`src/source/xbar_pkg.sv`:
```
// shared sizes and types of the flow crossbar
package xbar_pkg;

  // number of push flows feeding the crossbar
  localparam int num_push_flows = 4;

  // number of pop flows leaving the crossbar
  localparam int num_pop_flows = 4;

  // width of one item in bits
  localparam int data_width = 16;

  // index of a push flow
  // also the arbitration pointer width
  typedef logic [$clog2(num_push_flows)-1:0] push_id_t;

  // index of a pop flow, carried with every item
  typedef logic [$clog2(num_pop_flows)-1:0] dest_id_t;

  // item payload
  typedef logic [data_width-1:0] flow_data_t;

endpackage

```
`src/source/flow_if.sv`:
```
`timescale 1ns/10ps

// one valid/ready flow link with payload and destination id
// transfer happens on a clock edge with valid and ready both high
interface flow_if;

  // sender side
  logic valid;
  xbar_pkg::flow_data_t data;
  xbar_pkg::dest_id_t dest;

  // receiver side
  logic ready;

  // drives the item, sees back-pressure
  modport sender (output valid, output data, output dest, input ready);

  // takes the item, drives back-pressure
  modport receiver (input valid, input data, input dest, output ready);

endinterface

```
`src/source/flow_reg.sv`:
```
`timescale 1ns/10ps

// one-entry pipeline register on a flow link
// full throughput: the entry reloads in the same cycle it drains
module flow_reg (
  input logic clk,
  input logic rst_n,
  flow_if.receiver in,
  flow_if.sender out
);

  // entry occupied
  logic full_q;

  // held item and its destination
  xbar_pkg::flow_data_t data_q;
  xbar_pkg::dest_id_t dest_q;

  // take a new item when empty or when the held one leaves now
  assign in.ready = !full_q || out.ready;

  always_ff @(posedge clk) begin
    if (!rst_n) begin
      full_q <= 1'b0;
    end else if (in.ready) begin
      // refill on arrival, otherwise the entry drains
      full_q <= in.valid;
    end
  end

  // payload moves only on an accepted transfer, so held data stays put
  always_ff @(posedge clk) begin
    if (in.valid && in.ready) begin
      data_q <= in.data;
      dest_q <= in.dest;
    end
  end

  assign out.valid = full_q;
  assign out.data = data_q;
  assign out.dest = dest_q;

endmodule

```
`src/source/flow_demux.sv`:
```
`timescale 1ns/10ps

// steers one push flow onto the lane picked by its destination id
// purely combinational, valid never looks at ready
module flow_demux (
  flow_if.receiver in,
  flow_if.sender lanes [xbar_pkg::num_pop_flows]
);

  // ready of each lane, gathered so it can be picked by dest
  logic [xbar_pkg::num_pop_flows-1:0] lane_ready;

  for (genvar j = 0; j < xbar_pkg::num_pop_flows; j++) begin : gen_lane
    // only the addressed lane sees valid
    // so one item can never be taken twice
    assign lanes[j].valid = in.valid && (in.dest == xbar_pkg::dest_id_t'(j));

    // payload fans out to every lane unchanged
    assign lanes[j].data = in.data;
    assign lanes[j].dest = in.dest;

    assign lane_ready[j] = lanes[j].ready;
  end

  // push side back-pressure comes from the addressed lane only
  assign in.ready = lane_ready[in.dest];

endmodule

```
`src/source/rr_arbiter.sv`:
```
`timescale 1ns/10ps

// round-robin grant over the push flows
// search starts one past the last served index
module rr_arbiter (
  input logic clk,
  input logic rst_n,
  input logic [xbar_pkg::num_push_flows-1:0] request,
  input logic advance,
  output logic [xbar_pkg::num_push_flows-1:0] grant
);

  // index served by the last completed transfer
  xbar_pkg::push_id_t last_q;

  // a grant is pending and its transfer has not happened yet
  logic locked_q;
  logic [xbar_pkg::num_push_flows-1:0] held_q;

  // grant the search would give this cycle
  logic [xbar_pkg::num_push_flows-1:0] fresh;

  always_comb begin
    xbar_pkg::push_id_t idx;
    logic found;
    fresh = '0;
    found = 1'b0;
    for (int k = 1; k <= xbar_pkg::num_push_flows; k++) begin
      // walk the ring starting after the last winner
      idx = xbar_pkg::push_id_t'((int'(last_q) + k) % xbar_pkg::num_push_flows);
      if (!found && request[idx]) begin
        fresh[idx] = 1'b1;
        found = 1'b1;
      end
    end
  end

  // a stalled winner keeps its grant, a late requester cannot steal it
  assign grant = locked_q ? held_q : fresh;

  always_ff @(posedge clk) begin
    if (!rst_n) begin
      // first search starts at index 0
      last_q <= xbar_pkg::push_id_t'(xbar_pkg::num_push_flows - 1);
      locked_q <= 1'b0;
      held_q <= '0;
    end else begin
      locked_q <= (|grant) && !advance;
      held_q <= grant;
      // pointer moves only when the granted item really left
      if (advance) begin
        for (int k = 0; k < xbar_pkg::num_push_flows; k++) begin
          if (grant[k]) begin
            last_q <= xbar_pkg::push_id_t'(k);
          end
        end
      end
    end
  end

endmodule

```
`src/source/flow_mux.sv`:
```
`timescale 1ns/10ps

// merges the lanes headed to one pop flow
// round-robin arbitration, optional register on the pop side
module flow_mux #(
  parameter bit register_pop_outputs = 1'b1
) (
  input logic clk,
  input logic rst_n,
  flow_if.receiver lanes [xbar_pkg::num_push_flows],
  flow_if.sender out
);

  // lane signals gathered into arrays for indexing
  logic [xbar_pkg::num_push_flows-1:0] lane_valid;
  xbar_pkg::flow_data_t lane_data [xbar_pkg::num_push_flows];
  xbar_pkg::dest_id_t lane_dest [xbar_pkg::num_push_flows];

  // one-hot grant and its encoded index
  logic [xbar_pkg::num_push_flows-1:0] grant;
  xbar_pkg::push_id_t sel;

  // merged item was taken this cycle
  logic advance;

  // merged flow ahead of the optional pop register
  flow_if merged ();

  for (genvar i = 0; i < xbar_pkg::num_push_flows; i++) begin : gen_lane
    assign lane_valid[i] = lanes[i].valid;
    assign lane_data[i] = lanes[i].data;
    assign lane_dest[i] = lanes[i].dest;
    // only the winner sees ready
    assign lanes[i].ready = grant[i] && merged.ready;
  end

  rr_arbiter u_arb (
    .clk(clk),
    .rst_n(rst_n),
    .request(lane_valid),
    .advance(advance),
    .grant(grant)
  );

  // one-hot to index
  always_comb begin
    sel = '0;
    for (int k = 0; k < xbar_pkg::num_push_flows; k++) begin
      if (grant[k]) begin
        sel = xbar_pkg::push_id_t'(k);
      end
    end
  end

  // cut-through from grant to valid in the same cycle
  assign merged.valid = |(grant & lane_valid);
  assign merged.data = lane_data[sel];
  assign merged.dest = lane_dest[sel];

  // arbiter moves on only after a real transfer
  assign advance = merged.valid && merged.ready;

  if (register_pop_outputs) begin : gen_pop_reg
    // adds one cycle, keeps pop data stable under back-pressure
    flow_reg u_pop_reg (
      .clk(clk),
      .rst_n(rst_n),
      .in(merged),
      .out(out)
    );
  end else begin : gen_pop_comb
    // valid stays up here only because the lanes hold their items
    assign out.valid = merged.valid;
    assign out.data = merged.data;
    assign out.dest = merged.dest;
    assign merged.ready = out.ready;
  end

endmodule

```
`src/source/flow_xbar.sv`:
```
`timescale 1ns/10ps

// flow crossbar, push flows steered to pop flows by destination id
// latency on an idle path is the number of enabled register stages
module flow_xbar #(
  parameter bit register_demux_outputs = 1'b1,
  parameter bit register_pop_outputs = 1'b1
) (
  input logic clk,
  input logic rst_n,
  input logic [xbar_pkg::num_push_flows-1:0] push_valid,
  output logic [xbar_pkg::num_push_flows-1:0] push_ready,
  input xbar_pkg::flow_data_t [xbar_pkg::num_push_flows-1:0] push_data,
  input xbar_pkg::dest_id_t [xbar_pkg::num_push_flows-1:0] push_dest_id,
  output logic [xbar_pkg::num_pop_flows-1:0] pop_valid,
  input logic [xbar_pkg::num_pop_flows-1:0] pop_ready,
  output xbar_pkg::flow_data_t [xbar_pkg::num_pop_flows-1:0] pop_data
);

  // push side: port adapter, demux, optional middle registers
  for (genvar i = 0; i < xbar_pkg::num_push_flows; i++) begin : gen_push
    flow_if push_link ();
    // demux outputs, one per pop flow
    flow_if lane [xbar_pkg::num_pop_flows] ();
    // links after the optional middle register
    flow_if hop [xbar_pkg::num_pop_flows] ();

    assign push_link.valid = push_valid[i];
    assign push_link.data = push_data[i];
    assign push_link.dest = push_dest_id[i];
    assign push_ready[i] = push_link.ready;

    flow_demux u_demux (
      .in(push_link),
      .lanes(lane)
    );

    for (genvar j = 0; j < xbar_pkg::num_pop_flows; j++) begin : gen_hop
      if (register_demux_outputs) begin : gen_mid_reg
        // breaks the path between demux and mux, one extra cycle
        flow_reg u_mid_reg (
          .clk(clk),
          .rst_n(rst_n),
          .in(lane[j]),
          .out(hop[j])
        );
      end else begin : gen_mid_comb
        assign hop[j].valid = lane[j].valid;
        assign hop[j].data = lane[j].data;
        assign hop[j].dest = lane[j].dest;
        assign lane[j].ready = hop[j].ready;
      end
    end
  end

  // pop side: gather lane j of every push flow, merge, adapt to ports
  for (genvar j = 0; j < xbar_pkg::num_pop_flows; j++) begin : gen_pop
    flow_if merge_lane [xbar_pkg::num_push_flows] ();
    flow_if pop_link ();

    for (genvar i = 0; i < xbar_pkg::num_push_flows; i++) begin : gen_cross
      assign merge_lane[i].valid = gen_push[i].hop[j].valid;
      assign merge_lane[i].data = gen_push[i].hop[j].data;
      assign merge_lane[i].dest = gen_push[i].hop[j].dest;
      assign gen_push[i].hop[j].ready = merge_lane[i].ready;
    end

    flow_mux #(
      .register_pop_outputs(register_pop_outputs)
    ) u_mux (
      .clk(clk),
      .rst_n(rst_n),
      .lanes(merge_lane),
      .out(pop_link)
    );

    // dest on the pop link always equals j, not a port
    assign pop_valid[j] = pop_link.valid;
    assign pop_data[j] = pop_link.data;
    assign pop_link.ready = pop_ready[j];
  end

endmodule

```
`config.mk`:
```
export PLATFORM = sky130hd
export DESIGN_NAME = flow_xbar
export DESIGN_NICKNAME = d
export VERILOG_FILES = /design/src/source/xbar_pkg.sv /design/src/source/flow_if.sv /design/src/source/flow_reg.sv /design/src/source/flow_demux.sv /design/src/source/rr_arbiter.sv /design/src/source/flow_mux.sv /design/src/source/flow_xbar.sv
export SDC_FILE = /design/constraint.sdc
export NUM_CORES = 1
export LEC_CHECK = 0
export BUFFER_PORTS_ARGS = -buffer_cell sky130_fd_sc_hd__buf_2
export CAP_MARGIN = 20
export CELL_PAD_IN_SITES_DETAIL_PLACEMENT = 2
export CELL_PAD_IN_SITES_GLOBAL_PLACEMENT = 2
export CORE_UTILIZATION = 47
export CTS_BUF_LIST = sky130_fd_sc_hd__clkbuf_4 sky130_fd_sc_hd__clkbuf_8
export DETAILED_ROUTE_END_ITERATION = 16
export PLACE_DENSITY_LB_ADDON = 0.15
export SYNTH_ARGS = -nofsm -noshare
export SYNTH_HDL_FRONTEND = slang
export SYNTH_SLANG_ARGS = --single-unit
```
`constraint.sdc`:
```
create_clock -name clk -period 8.6 [get_ports clk]
set_input_delay 0.86 -clock clk [delete_from_list [all_inputs] [get_ports clk]]
set_output_delay 0.86 -clock clk [all_outputs]
set_load 0.1 [all_outputs]
```
==> flow_summary.json <==
{
  "multi_input_comb_area_sq_um": 4770,
  "max_stage_delay_ns": 0.80,
  "tightest_slew_ns": 1.14,
  "startpoint_type": "flop",
  "power-per-cell-area_nw_per_um2": 379,
  "hold_viol_final": 0,
  "status": "completed",
  "drive_gt1_frac": 0.240,
  "cp_data_required_time_ns": 7.74,
  "die-area_sq_um": 34400,
  "firstDrtPassIters": 5,
  "setup_tns_ns": 0,
  "post-route-period-util": 0.705,
  "post_drt_via_cell_ratio": 6.57,
  "grt.met3_usage": 0.0569,
  "clockBufferDepth": 3,
  "ir_drop_mv": 0.246,
  "clockRootBuffer": "clkbuf_8",
  "drc_errors": 0,
  "antenna_found_initial": 0,
  "synth_edf_count": 320,
  "timing.rr.start": "gen_pop[1].u_mux.u_arb.last_q[0]$_SDFFE_PN1P_",
  "cts-buffers-inserted": 60,
  "fillers": 3044,
  "use_met1": 0.467,
  "maxSlewHeadroom": 0.237,
  "worstSkewPairLatency_ns": 0.66,
  "cts_setup_buffers": 0,
  "port_buffers": 153,
  "leakage_uw": 0.00704,
  "htreeDepth": 2,
  "grtUsageMet2": 0.648,
  "num_rows": 66,
  "ys.warnings.count": 0,
  "fin_skew_ns": 0.0644,
  "first_global_vias": 12667,
  "synth_area_per_cell_sq_um": 13.8,
  "hp-class": "input pin to flop",
  "max_freq_mhz": 165,
  "cp-startpoint": "gen_pop[0].u_mux.u_arb.last_q[0]$_SDFFE_PN1P_",
  "path_max_fanout": 18,
  "synth_area_leaders": "edfxtp_1, dfxtp_1, o211ai_1",
  "vias": 11820,
  "nets": 1426,
  "area_growth_syn_to_layout_pct": 15.6,
  "diodes": 0,
  "stdcell_area_sq_um": 18300,
  "p_sw_frac": 0.458,
  "clkPwrFrac": 0.222,
  "synth_common_cells": "edfxtp_1, nand2_1, inv_1",
  "cap_violations": 0,
  "crit_chain": "inv_1, ha_1, mux4_2, nor4b_1, and2_1, o21a_1, a211oi_1, o31ai_1, buf_2",
  "synth_top_area_frac": 0.607,
  "io_pins": 154,
  "place_area_sq_um": 17000,
  "pwr-share-seq": 0.346,
  "r2r.worst_path.cells": 8,
  "cts_resized": 0,
  "synth_area_sq_um": 15800,
  "period_minus_slack_ns": 6.06,
  "async_flop_share": 0,
  "place.gp.congestion": 0.848,
  "die_w_um": 186,
  "antenna_left": 0,
  "synth_ff_type": "edfxtp_1",
  "synth.most_common_cell": "edfxtp_1",
  "cts_sinks": 368,
  "core_sq_um": 32900,
  "syn_inst": 1143,
  "drt_iter0_markers": 1199,
  "clkTransAtPathRegs_ns": 0.06,
  "slew_violations": 0,
  "busiest_layer": "met2",
  "rsz0062_at_grt": "no",
  "tritoncts": "done",
  "start_util": 0.482,
  "crit_type": "flop to primary output",
  "regArea_sq_um": 10600,
  "synth-seq-cells": 368,
  "track_usage": 0.382,
  "grt-ovfl-total": 0,
  "grt_pass1_wl_mm": 91.7,
  "cp-endpoint": "push_ready[3]",
  "ys_seq_area_frac": 0.668,
  "synth_nets": 1257,
  "die_h_um": 186,
  "wirelength_mm": 64.5,
  "grt_start_max_net_pins": 38,
  "yosysUniqueCellTypes": 59,
  "synth_area_leader_cell": "edfxtp_1",
  "post_drt_wl_per_cell_um": 35.9,
  "arrival_ns": 5.20,
  "p_sw_uw": 3170,
  "rrSetupSlack_ns": 3.41,
  "hold_buffers": 0,
  "hpwl_mm": 40.3,
  "slowest_stage": "o21a_1",
  "power_uw": 6930,
  "end_kind": "primary output",
  "setup-violations-final": 0,
  "combPwrFrac": 0.432,
  "p_int_uw": 3750
}
==> power by group through the flow <==
| stage | clock (uW) | sequential, uW | combinational (uW) |
|---|---|---|---|
| CTS | 1540 | 2390 | 2920 |
| global placement | 0 | 2400 | 2680 |
| floorplan | 0 | 3030 | 1320 |
| global route | 1610 | 2410 | 3080 |
| detailed placement | 0 | 2420 | 2840 |
| finish | 1540 | 2390 | 3000 |
==> cells by family after synthesis <==
family	share of synthesized area
buffers and inverters	0.0352
AND/OR/NAND/NOR	0.0757
adder cells (fa/ha/maj)	0.0253
flip-flops	0.668
multiplexers	0.0298
AO/OA/AOI/OAI	0.166
==> placed cells by master, fill, tap and decap left out, types with 7 or more instances in the layout <==
cell type,synthesis,routed
nor2b_2,0,11
a211oi_1,35,35
o31ai_1,19,19
o211ai_1,55,55
nor3b_1,7,7
o21ai_1,35,32
and3_1,19,19
and2_1,18,18
nor2b_1,22,11
o21ai_0,41,41
mux4_2,17,17
buf_8,0,7
o21a_1,24,24
edfxtp_1,320,320
nand3_1,9,9
nor4_1,10,10
a22o_1,11,11
ha_1,32,32
a21oi_1,29,28
clkbuf_4,0,30
nand2_1,71,71
clkbuf_8,0,61
o311ai_1,9,9
o211a_1,40,40
nor2_1,37,37
nand2b_1,17,17
a21o_1,19,19
clkinv_1,1,13
buf_2,10,153
inv_1,58,58
buf_4,8,17
dfxtp_1,48,48
a221o_1,10,10
==> area by class of cell <==
class                           count  area share
Timing Repair Buffer              180      0.0573
Inverter                           60      0.0123
Clock inverter                     15     0.00328
Sequential cell                   368       0.578
Multi-Input combinational cell    642       0.261
Clock buffer                       91      0.0582
Tap cell                          442      0.0302
==> state kept, by name (all words and copies together) (netlist names) <==
signal / count
gen_pop.u_mux.gen_pop_reg.u_pop_reg.out.data: 64
gen_push.gen_hop.gen_mid_reg.u_mid_reg.out.valid: 16
gen_pop.u_mux.u_arb.locked_q: 4
gen_pop.u_mux.u_arb.last_q: 8
gen_push.gen_hop.gen_mid_reg.u_mid_reg.out.data: 256
gen_pop.u_mux.u_arb.held_q: 16
gen_pop.u_mux.gen_pop_reg.u_pop_reg.out.valid: 4
==> metal layers <==
layer,up-vias,routed length [um]
met1,6090,23800
met4,0,3960
met5,-,0
li1,4761,-
met2,779,32000
met3,190,4720
==> per-stage QoR <==
stage / hold WS (ns) / util / cells / setup WS, ns
floorplan: 0.495 / - / 1143 / 4.43
global placement: 0.509 / 0.518 / 1682 / 3.56
detailed placement: 0.528 / 0.518 / 1683 / 3.20
CTS: 0.477 / 0.552 / 1789 / 2.55
global route: 0.477 / 0.557 / 1798 / 2.31
finish: 0.492 / 0.557 / 1798 / 2.54
==> critical path, delay by kind of cell (launching register included) <==
family | cells | cell delay [ns]
flops | 1 | 0.65
buf+inv | 2 | 0.70
fa+ha+maj | 1 | 0.43
compound gates | 3 | 1.40
mux | 1 | 0.56
simple gates | 2 | 0.84
==> worst min-delay path by stage <==
stage,start,end,slack [ns],cells past startpoint
finish,push_data[1],flop,0.49,1
global route,push_data[1],flop,0.48,1
CTS,push_data[1],flop,0.48,1
detailed placement,flop,flop,0.53,2
global placement,flop,gen_pop[0].u_mux.gen_pop_reg.u_pop_reg.out.data[0]$_DFFE_PP_,0.51,2
floorplan,flop,gen_pop[2].u_mux.gen_pop_reg.u_pop_reg.out.data[0]$_DFFE_PP_,0.49,2
No activity file was read; power rests on OpenSTA's default activity.
